## src/source/axi_rd_pkg.sv

```systemverilog
`default_nettype none

package axi_rd_pkg;

  // rv32 memory bus, widths are fixed
  typedef logic [31:0] addr_t;      // byte address
  typedef logic [31:0] data_t;      // one beat
  typedef logic [7:0]  burst_len_t; // beats minus one
  typedef logic [2:0]  beat_size_t; // axi size code
  typedef logic [3:0]  axi_id_t;

  // burst type code for AR
  localparam logic [1:0] BURST_INCR = 2'b01;

  // id per requester, echoed back on R
  localparam axi_id_t ID_FETCH = 4'd0;
  localparam axi_id_t ID_LOAD  = 4'd1;

  // read master states
  typedef enum logic [1:0] {
    ST_IDLE = 2'd0, // waiting for a granted request
    ST_ADDR = 2'd1, // AR presented
    ST_DATA = 2'd2, // collecting R beats
    ST_GAP  = 2'd3  // lets requester and arbiter drop the request
  } rd_state_e;

endpackage

`default_nettype wire

```

## src/source/arb_read_if.sv

```systemverilog
`timescale 1ns/100ps
`default_nettype none

interface arb_read_if;

  // request, held by the arbiter for the whole burst
  axi_rd_pkg::addr_t      addr;
  axi_rd_pkg::burst_len_t len;
  axi_rd_pkg::beat_size_t size;
  axi_rd_pkg::axi_id_t    id;
  logic                   req_valid;

  // returned beats, one pulse per beat
  axi_rd_pkg::data_t      beat_data;
  logic                   beat_valid;
  logic                   beat_last;

  modport arb (
    output addr, len, size, id, req_valid,
    input  beat_data, beat_valid, beat_last
  );

  modport master (
    input  addr, len, size, id, req_valid,
    output beat_data, beat_valid, beat_last
  );

endinterface

`default_nettype wire

```

## src/source/axi_read_master.sv

```systemverilog
`timescale 1ns/100ps
`default_nettype none

module axi_read_master (
  input  wire                     clk,
  input  wire                     rst_n_i,
  // AR channel
  input  wire                     arready_i,
  output logic                    arvalid_o,
  output axi_rd_pkg::addr_t       araddr_o,
  output axi_rd_pkg::axi_id_t     arid_o,
  output axi_rd_pkg::burst_len_t  arlen_o,
  output axi_rd_pkg::beat_size_t  arsize_o,
  output logic [1:0]              arburst_o,
  // R channel
  input  wire                     rvalid_i,
  input  wire axi_rd_pkg::data_t  rdata_i,
  input  wire                     rlast_i,
  input  wire axi_rd_pkg::axi_id_t rid_i,
  output logic                    rready_o,
  // granted request from the arbiter
  arb_read_if.master              bus
);

  axi_rd_pkg::rd_state_e state_q;
  axi_rd_pkg::rd_state_e state_d;
  logic                  r_hs; // R handshake this cycle
  logic                  start;

  assign start = (state_q == axi_rd_pkg::ST_IDLE) && bus.req_valid;
  assign r_hs  = rvalid_i && rready_o;

  always_comb begin
    state_d = state_q;
    case (state_q)
      axi_rd_pkg::ST_IDLE: begin
        if (bus.req_valid) begin
          state_d = axi_rd_pkg::ST_ADDR;
        end
      end
      axi_rd_pkg::ST_ADDR: begin
        if (arready_i) begin
          state_d = axi_rd_pkg::ST_DATA;
        end
      end
      axi_rd_pkg::ST_DATA: begin
        if (r_hs && rlast_i) begin
          state_d = axi_rd_pkg::ST_GAP;
        end
      end
      // one idle cycle, req_valid is gone by then
      axi_rd_pkg::ST_GAP: state_d = axi_rd_pkg::ST_IDLE;
      default: state_d = axi_rd_pkg::ST_IDLE;
    endcase
  end

  always_ff @(posedge clk) begin
    if (!rst_n_i) begin
      state_q <= axi_rd_pkg::ST_IDLE;
    end else begin
      state_q <= state_d;
    end
  end

  // AR fields latched once per burst, unchanged while waiting for arready
  always_ff @(posedge clk) begin
    if (start) begin
      araddr_o <= bus.addr;
      arlen_o  <= bus.len;
      arsize_o <= bus.size;
      arid_o   <= bus.id;
    end
  end

  assign arvalid_o = (state_q == axi_rd_pkg::ST_ADDR);
  assign arburst_o = axi_rd_pkg::BURST_INCR;
  assign rready_o  = (state_q == axi_rd_pkg::ST_DATA); // always ready in data phase

  // beat strobes, one cycle behind the handshake
  always_ff @(posedge clk) begin
    if (!rst_n_i) begin
      bus.beat_valid <= 1'b0;
      bus.beat_last  <= 1'b0;
    end else begin
      bus.beat_valid <= r_hs;
      bus.beat_last  <= r_hs & rlast_i;
    end
  end

  always_ff @(posedge clk) begin
    if (r_hs) begin
      bus.beat_data <= rdata_i;
    end
  end

  a_ar_stable: assert property (
    @(posedge clk) disable iff (!rst_n_i)
    arvalid_o && !arready_i |=>
      arvalid_o && $stable(araddr_o) && $stable(arlen_o)
      && $stable(arsize_o) && $stable(arid_o)
  );

  // slave must answer with the id we issued
  a_rid_match: assert property (
    @(posedge clk) disable iff (!rst_n_i)
    r_hs |-> rid_i == arid_o
  );

endmodule

`default_nettype wire

```

## src/source/mem_bus_top.sv

```systemverilog
`timescale 1ns/100ps
`default_nettype none

module mem_bus_top #(
  parameter bit LOAD_FIRST = 1'b1
) (
  input  wire                         clk,
  input  wire                         rst_n_i,
  // fetch refill port
  input  wire                         if_raddr_valid_i,
  input  wire axi_rd_pkg::addr_t      if_raddr_i,
  input  wire axi_rd_pkg::burst_len_t if_rlen_i,
  input  wire axi_rd_pkg::beat_size_t if_rsize_i,
  output axi_rd_pkg::data_t           if_rdata_o,
  output logic                        if_rdata_ready_o,
  output logic                        if_rlast_o,
  // load refill port
  input  wire                         mem_raddr_valid_i,
  input  wire axi_rd_pkg::addr_t      mem_raddr_i,
  input  wire axi_rd_pkg::burst_len_t mem_rlen_i,
  input  wire axi_rd_pkg::beat_size_t mem_rsize_i,
  output axi_rd_pkg::data_t           mem_rdata_o,
  output logic                        mem_rdata_ready_o,
  output logic                        mem_rlast_o,
  // AXI4 read address
  input  wire                         arready_i,
  output logic                        arvalid_o,
  output axi_rd_pkg::addr_t           araddr_o,
  output axi_rd_pkg::axi_id_t         arid_o,
  output axi_rd_pkg::burst_len_t      arlen_o,
  output axi_rd_pkg::beat_size_t      arsize_o,
  output logic [1:0]                  arburst_o,
  // AXI4 read data
  output logic                        rready_o,
  input  wire                         rvalid_i,
  input  wire axi_rd_pkg::data_t      rdata_i,
  input  wire                         rlast_i,
  input  wire axi_rd_pkg::axi_id_t    rid_i
);

  arb_read_if u_arb_bus ();

  read_arbiter #(
    .LOAD_FIRST(LOAD_FIRST)
  ) u_read_arbiter (
    .clk              (clk),
    .rst_n_i          (rst_n_i),
    .if_raddr_valid_i (if_raddr_valid_i),
    .if_raddr_i       (if_raddr_i),
    .if_rlen_i        (if_rlen_i),
    .if_rsize_i       (if_rsize_i),
    .if_rdata_o       (if_rdata_o),
    .if_rdata_ready_o (if_rdata_ready_o),
    .if_rlast_o       (if_rlast_o),
    .mem_raddr_valid_i(mem_raddr_valid_i),
    .mem_raddr_i      (mem_raddr_i),
    .mem_rlen_i       (mem_rlen_i),
    .mem_rsize_i      (mem_rsize_i),
    .mem_rdata_o      (mem_rdata_o),
    .mem_rdata_ready_o(mem_rdata_ready_o),
    .mem_rlast_o      (mem_rlast_o),
    .bus              (u_arb_bus.arb)
  );

  axi_read_master u_axi_read_master (
    .clk      (clk),
    .rst_n_i  (rst_n_i),
    .arready_i(arready_i),
    .arvalid_o(arvalid_o),
    .araddr_o (araddr_o),
    .arid_o   (arid_o),
    .arlen_o  (arlen_o),
    .arsize_o (arsize_o),
    .arburst_o(arburst_o),
    .rvalid_i (rvalid_i),
    .rdata_i  (rdata_i),
    .rlast_i  (rlast_i),
    .rid_i    (rid_i),
    .rready_o (rready_o),
    .bus      (u_arb_bus.master)
  );

endmodule

`default_nettype wire

```

## src/source/read_arbiter.sv

```systemverilog
`timescale 1ns/100ps
`default_nettype none

module read_arbiter #(
  parameter bit LOAD_FIRST = 1'b1 // load wins a tie
) (
  input  wire                         clk,
  input  wire                         rst_n_i,
  // fetch refill requester
  input  wire                         if_raddr_valid_i,
  input  wire axi_rd_pkg::addr_t      if_raddr_i,
  input  wire axi_rd_pkg::burst_len_t if_rlen_i,
  input  wire axi_rd_pkg::beat_size_t if_rsize_i,
  output axi_rd_pkg::data_t           if_rdata_o,
  output logic                        if_rdata_ready_o,
  output logic                        if_rlast_o,
  // load refill requester
  input  wire                         mem_raddr_valid_i,
  input  wire axi_rd_pkg::addr_t      mem_raddr_i,
  input  wire axi_rd_pkg::burst_len_t mem_rlen_i,
  input  wire axi_rd_pkg::beat_size_t mem_rsize_i,
  output axi_rd_pkg::data_t           mem_rdata_o,
  output logic                        mem_rdata_ready_o,
  output logic                        mem_rlast_o,
  // towards the read master
  arb_read_if.arb                     bus
);

  logic grant_valid; // a burst owns the bus
  logic grant_load;  // 1 = load, 0 = fetch
  logic pick_load;

  // winner when both ask in the same cycle
  assign pick_load = mem_raddr_valid_i & (LOAD_FIRST | ~if_raddr_valid_i);

  always_ff @(posedge clk) begin
    if (!rst_n_i) begin
      grant_valid <= 1'b0;
      grant_load  <= 1'b0;
    end else if (grant_valid) begin
      if (bus.beat_last) begin
        grant_valid <= 1'b0; // free again the cycle after the last beat
      end
    end else if (if_raddr_valid_i || mem_raddr_valid_i) begin
      grant_valid <= 1'b1;
      grant_load  <= pick_load;
    end
  end

  // request fields come straight from the owner, which holds them stable
  assign bus.req_valid = grant_valid;
  assign bus.addr      = grant_load ? mem_raddr_i : if_raddr_i;
  assign bus.len       = grant_load ? mem_rlen_i : if_rlen_i;
  assign bus.size      = grant_load ? mem_rsize_i : if_rsize_i;
  assign bus.id        = grant_load ? axi_rd_pkg::ID_LOAD : axi_rd_pkg::ID_FETCH;

  // beats go back to the owner only
  assign if_rdata_o        = grant_load ? '0 : bus.beat_data;
  assign mem_rdata_o       = grant_load ? bus.beat_data : '0;
  assign if_rdata_ready_o  = bus.beat_valid & grant_valid & ~grant_load;
  assign mem_rdata_ready_o = bus.beat_valid & grant_valid & grant_load;
  assign if_rlast_o        = bus.beat_last & grant_valid & ~grant_load;
  assign mem_rlast_o       = bus.beat_last & grant_valid & grant_load;

  // owner and its request stay put until the master reports the last beat
  a_grant_held: assert property (
    @(posedge clk) disable iff (!rst_n_i)
    bus.req_valid && !bus.beat_last |=>
      bus.req_valid && $stable(grant_load) && $stable(bus.addr) && $stable(bus.len)
  );

endmodule

`default_nettype wire

```

## config.mk

```make
export PLATFORM = sky130hd
export DESIGN_NAME = mem_bus_top
export DESIGN_NICKNAME = d
export VERILOG_FILES = /design/src/source/axi_rd_pkg.sv /design/src/source/arb_read_if.sv /design/src/source/axi_read_master.sv /design/src/source/mem_bus_top.sv /design/src/source/read_arbiter.sv
export SDC_FILE = /design/constraint.sdc
export NUM_CORES = 1
export LEC_CHECK = 0
export BUFFER_PORTS_ARGS = -buffer_cell sky130_fd_sc_hd__buf_2
export CAP_MARGIN = 0
export CORE_ASPECT_RATIO = 1.5
export CORE_MARGIN = 4
export CORE_UTILIZATION = 40
export DETAILED_ROUTE_END_ITERATION = 10
export PLACE_DENSITY = 0.86
export REMOVE_ABC_BUFFERS = 1
export SLEW_MARGIN = 30
export SYNTH_ARGS = -nofsm -noshare
export SYNTH_HDL_FRONTEND = slang
export SYNTH_SLANG_ARGS = --single-unit
```

## constraint.sdc

```tcl
create_clock -name clk -period 3.2 [get_ports clk]
set_input_delay 0.96 -clock clk [delete_from_list [all_inputs] [get_ports clk]]
set_output_delay 0.96 -clock clk [all_outputs]
set_load 0.02 [all_outputs]
```

==> results of run 1 <==
cell usage after synthesis, types with 2 or more instances:
master	instances
conb_1	2
inv_1	3
dfxtp_1	6
buf_4	6
ha_1	3
nor3b_1	2
edfxtp_1	76
clkbuf_1	3
nand2_1	5
buf_6	2
nor2b_1	31
mux2_2	43
and2_1	34
and2b_1	2
and3_2	2
buf_2	6
routing by layer:
layer,track usage [%],share of wire [%],wire length [µm],up-vias
li1,-,-,-,1297
met4,5.685,1.6,148,2
met2,32.60,56,5062,140
met5,0,0.13,12,-
met3,5.890,10,921,12
met1,15.74,32,2837,1233
registers in the layout, summed over array words and instances (netlist names):
register,cells
u_axi_read_master.bus.beat_data,32
u_axi_read_master.arlen_o,8
u_axi_read_master.arid_o,1
u_axi_read_master.bus.beat_last,1
u_axi_read_master.state_q,2
u_read_arbiter.bus.req_valid,1
u_read_arbiter.grant_load,1
u_axi_read_master.arsize_o,3
u_axi_read_master.bus.beat_valid,1
u_axi_read_master.araddr_o,32
metrics by stage:
step / total power, W / hold slack [ns] / setup TNS, ns / util [%] / area [µm²]
5_1_grt: 0.003399 / 0.5035 / 0 / 57.91 / 5112
4_1_cts: 0.003279 / 0.4941 / 0 / 57.89 / 5111
3_3_place_gp: 0.002334 / 0.4624 / 0 / 54.99 / 4855
2_1_floorplan: 0.002029 / 0.4515 / -18.43 / - / 3507
6_report: 0.003228 / 0.4940 / 0 / 57.91 / 5112
3_5_place_dp: 0.002378 / 0.4828 / 0 / 54.99 / 4855
power groups by stage:
stage | registers (W) | logic, W | clock network (W)
final | 0.00149 | 0.000850 | 0.000885
after global routing | 0.00152 | 0.000909 | 0.000972
after CTS | 0.00150 | 0.000860 | 0.000919
after detailed placement | 0.00152 | 0.000857 | 0
after global placement | 0.00151 | 0.000828 | 0
after floorplan | 0.00166 | 0.000366 | 0
logic make-up after synthesis:
group                    after synthesis  synth area share [%]
adder cells (fa/ha/maj)                3                 1.041
other                                  2                0.2083
AND/OR/NAND/NOR                       78                 13.43
buffers and inverters                 21                 3.436
flip-flops                            82                 66.64
AO/OA/AOI/OAI                          6                 1.527
multiplexers                          44                 13.71
layout make-up:
cell class | count | area (µm²)
inverter | 4 | 15.01
sequential | 82 | 2406
clock buffer | 12 | 236.5
tap | 110 | 137.6
multi-input combinational | 136 | 1091
timing repair buffer | 240 | 1206
clock inverter | 4 | 20.02
fill | 725 | 3716
critical path: cells and delay by family (launching register included):
family,cells,cell delay [ns]
buf+inv,1,0.16
flops,1,0.76
simple gates,1,0.30
path summary, 6_finish.rpt:
check	startpoint	endpoint	slack, ns	cells past startpoint
worst max-delay path	u_read_arbiter.grant_load	mem_rdata_ready_o	0.69	2
worst min-delay path	u_axi_read_master.state_q[1]	u_axi_read_master.state_q[1]	0.49	2
worst max register to register	u_read_arbiter.grant_load	u_axi_read_master.araddr_o[6]	1.24	2
worst min register to register	u_axi_read_master.state_q[1]	u_axi_read_master.state_q[1]	0.49	2
==> out/qor_table.md, run 1 <==
| Item | Value |
|---|---|
| Chip height | 124.3 µm |
| Final hold viol count | 0 |
| CTS Buf Count | 9 |
| Ant. Diodes | 0 |
| Initial standard-cell utilization of the core | 40.83% |
| Number of flip-flops and latches in the synthesized netlist | 82 |
| Unrepaired setup endpoints after global routing | false |
| Final count of negative-setup-slack endpoints | 0 |
| Post-synthesis sequential area ratio | 66.64% |
| Endpoint class of the critical path | output port |
| Type of origin of the critical path | flip-flop |
| Setup Slack @ Placement | 0.9783 ns |
| Power Dens Cells | 631.5 nW/µm² |
| Number of global-route vias before repair | 2,823 |
| Final Cycle Share | 78.47% |
| # IOs | 248 |
| Cell-internal power | 0.002247 W |
| Clock sink total | 82 |
| Post-synth top flop | edfxtp_1 |
| Pleak | 2.339 nW |
| Combinational Power Share | 26.3% |
| DRT iter0 DRCs | 74 |
| Maximum number of pins on one net before global-route repair | 83 |
| Largest fanout of any net on the critical path | 82 |
| Final #Nets | 605 |
| Leading area contributor after synthesis | edfxtp_1 |
| Post-Synthesis Mean Instance Area | 15.27 µm² |
| Max transition margin | 54.30% |
| Slowest cell on crit path | dfxtp_4 |
| Longest individual stage delay on the worst path | 0.76 ns |
| Total number of H-tree levels | 3 |
| Detailed-route vias per instance | 4.565 |
| Detailed placement HPWL | 7167 µm |
| Count of cell types in the netlist | 26 |
| Fraction of layout cells with a size suffix above 1 | 63.39% |
| Post-CTS Setup Inserts | 0 |
| Ys async rst share | 0% |
| Final estimated routing congestion in global placement | 0.7740 |
| Number of antenna violations at the first check in global routing | 1 |
| Ranking of synthesized cells by area | edfxtp_1 (63%), mux2_2 (13%), and2_1 (5.9%) |
| Critical path data arrival time | 1.55 ns |
| Final worst clock skew | 0.006899 ns |
| Final routed DRC violation total | 0 |
| Dpl cells | 572 |
| Number of iterations in the first detailed-routing pass | 4 |
| Fmax | 398.3 MHz |
| Number of warnings issued by yosys | 0 |
| CTS max path bufs | 2 |
| Die Outline Area | 10,630 µm² |
| Post-synth EDFFs | 76 |
| Area fraction of the dominant cell type after synthesis | 63.31% |
| Run status | finished clean |
| Worst Path Class, Setup | flip-flop to output port |
| Worst min-delay path class | flip-flop to flip-flop |
| Commonest cells after routing, fill and taps aside | buf_2 (238), edfxtp_1 (76), mux2_2 (43), and2_1 (34), nor2b_1 (31) |
| Die width | 85.51 µm |
| Fraction of power consumed by the clock network | 27.4% |
| First-pass GRT wire length | 13,720 µm |
| Synthesis-to-finish area growth | 41.83% |
| CTS tree | done |
| Quantity of gates resized following cts | 0 |
| Count of mapped cells out of synthesis | 236 |
| Detailed-route wire length per cell | 15.28 µm |
| GR Overflow Total | 0 |
| Synthesized area | 3605 µm² |
| Number of pins with negative max-slew slack in the final report | 0 |
| Overall routing resource usage | 16.85% |
| Number of max-cap violations | 0 |
| Smallest setup slack after layout | 0.6890 ns |
| Count of buffers inserted at the top-level ports | 238 |
| Number of vias after detailed routing | 2,684 |
| Commonest non-fill, non-tap cell in the layout | buf_2 |
| Transition time at the pin with the least slew margin | 0.6855 ns |
| Area of the core | 8828 µm² |
| Worst path cell trace | and3_2 -> buf_2 |
| Post-cts hold buffer count | 0 |
| Flop pwr share | 46.2% |
| Data required, critical path | 2.24 ns |
| Peak supply drop | 0.3454 mV |
| Clock tree root buffer cell | clkbuf_16 |
| Final period demand of the worst path | 2.511 ns |
| Placement Rows | 42 |
| Net switching share of the total power | 30.41% |
| Clock insertion delay at the later pin of the skew report | 0.33 ns |
| Clock-pin slew on the worst setup and hold paths | 0.05 ns |
| Switching power of the nets | 0.0009818 W |
| Wire length after detailed routing | 8983 µm |
| Post-layout instance count excluding filler cells | 588 |
| Number of antenna-violating nets in the routed design | 0 |
No activity file was read; power rests on OpenSTA's default activity.
==> inputs of run 2 (changes only) <==
Settings changed: ABC_AREA set to 1, PLACE_DENSITY 0.86 to 0.85.
Clock period 3.2 ns to 2.39 ns, I/O delays scaled along.
==> out/qor_table.md, run 2 <==
| Item | Value |
|---|---|
| Design Area, Final | 5255 µm² |
| Net switching share of the total power | 31.01% |
| Final period demand of the worst path | 2.171 ns |
| Ranking of synthesized cells by area | edfxtp_1 (61%), nand2_1 (18%), inv_1 (7.4%) |
| Number of max-cap violations | 0 |
| Clock sink total | 82 |
| Number of antenna violations at the first check in global routing | 0 |
| Number of global-route vias before repair | 3,197 |
| Wire length after detailed routing | 9609 µm |
| Worst min-delay path class | flip-flop to flip-flop |
| Fraction of layout cells with a size suffix above 1 | 40.09% |
| Final worst clock skew | 0.005261 ns |
| Synthesis-to-finish area growth | 40.09% |
| Placement Rows | 43 |
| Adder and majority cell fraction of the synthesized area | 1.001% |
| Critical path data arrival time | 1.45 ns |
| Largest regs | u_axi_read_master.araddr_o (32), u_axi_read_master.bus.beat_data (32), u_axi_read_master.arlen_o (8) |
| Final Cycle Share | 90.83% |
| Switching power of the nets | 0.001359 W |
| Fraction of power consumed by the clock network | 29.8% |
| Final hold slack | 0.5253 ns |
| Longest individual stage delay on the worst path | 0.41 ns |
| Worst path cell trace | inv_2 -> buf_4 -> nor2_1 -> buf_2 |
| Peak supply drop | 0.4936 mV |
| CTS max path bufs | 2 |
| Register-to-register path setup slack | 0.83 ns |
| Quantity of gates resized following cts | 0 |
| Overall routing resource usage | 16.89% |
| Power Dens Cells | 833.9 nW/µm² |
| Clock tree root buffer cell | clkbuf_16 |
| DRT iter0 DRCs | 130 |
| GR Overflow Total | 0 |
| Final count of negative-setup-slack endpoints | 0 |
| Chip height | 126.6 µm |
| Number of flip-flops and latches in the synthesized netlist | 82 |
| Post-synth top cells | nand2_1 (175), edfxtp_1 (76), inv_1 (74) |
| Total number of H-tree levels | 3 |
| Count of buffers inserted at the top-level ports | 238 |
| Die Outline Area | 11,020 µm² |
| Pleak | 3.012 nW |
| Fraction of the mapped netlist area in simple logic gates | 21.98% |
| Final hold viol count | 0 |
| Area of the core | 9200 µm² |
| Detailed placement HPWL | 7545 µm |
| Run status | finished clean |
| Post-Synthesis Mean Instance Area | 9.262 µm² |
| Placed inst area | 4970 µm² |
| Number of pins with negative max-slew slack in the final report | 0 |
| Post-CTS Setup Inserts | 0 |
| Final estimated routing congestion in global placement | 0.8262 |
| Detailed-route vias per instance | 4.323 |
| Count of cell types in the netlist | 16 |
| Post-synth top flop | edfxtp_1 |
| Commonest non-fill, non-tap cell in the layout | buf_2 |
| Initial standard-cell utilization of the core | 40.77% |
| Type of origin of the critical path | flip-flop |
| Detailed-route wire length per cell | 12.68 µm |
| Largest fanout of any net on the critical path | 44 |
| Length in cells of the worst reg-to-reg path | 5 |
| Final #Nets | 773 |
| Data required, critical path | 1.67 ns |
| Area fraction of the dominant cell type after synthesis | 60.84% |
| Number of vias after detailed routing | 3,277 |
| Final routed DRC violation total | 0 |
| Clock insertion delay at the later pin of the skew report | 0.33 ns |
| Number of iterations in the first detailed-routing pass | 6 |
| Combinational Power Share | 25.8% |
| Ys async rst share | 0% |
| Worst reg2reg path startpoint | u_axi_read_master.state_q[1] |
| Synthesized area | 3751 µm² |
| Slowest cell on crit path | dfxtp_4 |
| Maximum number of pins on one net before global-route repair | 65 |
| Ant. Diodes | 0 |
| Count of mapped cells out of synthesis | 405 |
| Total Power | 0.004382 W |
| Worst Path Class, Setup | flip-flop to output port |
| Die width | 87.07 µm |
| Flop pwr share | 44.4% |
| Library cell with the highest instance count after synthesis | nand2_1 |
| Cell-internal power | 0.003024 W |
| Compound-gate portion of the synthesized area | 0.5337% |
| Post-synth EDFFs | 76 |
| Number of warnings issued by yosys | 0 |
| Post-synthesis share of cell area spent on xor and xnor gates | 0% |
| Post-synthesis sequential area ratio | 64.04% |
| Critical register-to-register path endpoint | u_axi_read_master.arid_o[0] |
| Cell depth of the worst min-delay path | 2 |
| Fmax | 460.6 MHz |
| Transition time at the pin with the least slew margin | 0.5346 ns |
| Post-cts hold buffer count | 0 |
| Main combinational cell family by area after synthesis | simple AND/OR/NAND/NOR gates |
| Endpoint class of the critical path | output port |
| Leading area contributor after synthesis | edfxtp_1 |
| Fraction of synthesized area in multiplexers | 0% |
| # fillers | 805 |
| CTS tree | done |
| Clock-pin slew on the worst setup and hold paths | 0.06 ns |
| # IOs | 248 |
| Commonest cells after routing, fill and taps aside | buf_2 (238), nand2_1 (175), edfxtp_1 (76), inv_1 (73), nor2_1 (39) |
| CTS Buf Count | 9 |
| Hold endpoint | u_axi_read_master.state_q[0] |
| Unrepaired setup endpoints after global routing | false |
| Launch point of the worst hold path | u_axi_read_master.state_q[0] |
| Number of antenna-violating nets in the routed design | 0 |
| First-pass GRT wire length | 14,350 µm |
| Max transition margin | 64.36% |
-- run 2: layout make-up --
cell class | count | area, µm² | area share [%]
clock buffer | 9 | 225.2 | 4.286
clock inverter | 7 | 60.06 | 1.143
inverter | 75 | 281.5 | 5.357
multi-input combinational | 230 | 900.9 | 17.14
sequential | 82 | 2406 | 45.79
tap | 112 | 140.1 | 2.667
timing repair buffer | 243 | 1241 | 23.62
-- run 2: worst max-delay path by stage --
stage,start,endpoint,slack [ns],cells past startpoint
final,u_read_arbiter.grant_load,mem_rlast_o,0.22,4
after global routing,u_read_arbiter.grant_load,mem_rlast_o,0.11,4
after CTS,u_read_arbiter.grant_load,mem_rlast_o,0.19,4
after detailed placement,u_read_arbiter.grant_load,mem_rlast_o,0.56,4
after global placement,u_read_arbiter.grant_load,mem_rlast_o,0.57,4
after floorplan,u_read_arbiter.grant_load,mem_rdata_ready_o,-1.82,2
-- run 2: kinds of logic after synthesis --
group                      after synthesis
DFF                                     82
AOI/OAI and AO/OA                        4
and+or+nand+nor                        218
adders and majority gates                3
other                                    2
buffers and inverters                   96
-- run 2: metal layers --
layer  part of all wire, %  track usage (%)
met1                    37            18.09
met2                    51            30.25
met3                   9.7            4.613
met4                   2.2            7.523
met5                     0                0
-- run 2: critical path: cells and delay by family (launching register included) --
| kind | cells | cell delay, ns |
|---|---|---|
| buffers and inverters | 3 | 0.61 |
| flip-flops | 1 | 0.41 |
| AND/OR/NAND/NOR | 1 | 0.10 |
-- run 2: through the flow --
step	TNS [ns]	setup WS [ns]	std cells	util [%]
floorplan	-90.42	-1.817	387	-
global placement	0	0.5685	742	54.02
detailed placement	0	0.5550	742	54.02
CTS	0	0.1947	758	57.12
global route	0	0.1113	758	57.12
finish	0	0.2191	758	57.12
-- run 2: power by group through the flow --
| stage | Sequential [W] | Combinational [W] | Clock [W] |
|---|---|---|---|
| 2_1_floorplan | 0.00217 | 0.000502 | 0 |
| 3_3_place_gp | 0.00197 | 0.00110 | 0 |
| 3_5_place_dp | 0.00198 | 0.00114 | 0 |
| 4_1_cts | 0.00195 | 0.00115 | 0.00135 |
| 5_1_grt | 0.00197 | 0.00124 | 0.00141 |
| 6_report | 0.00195 | 0.00113 | 0.00130 |
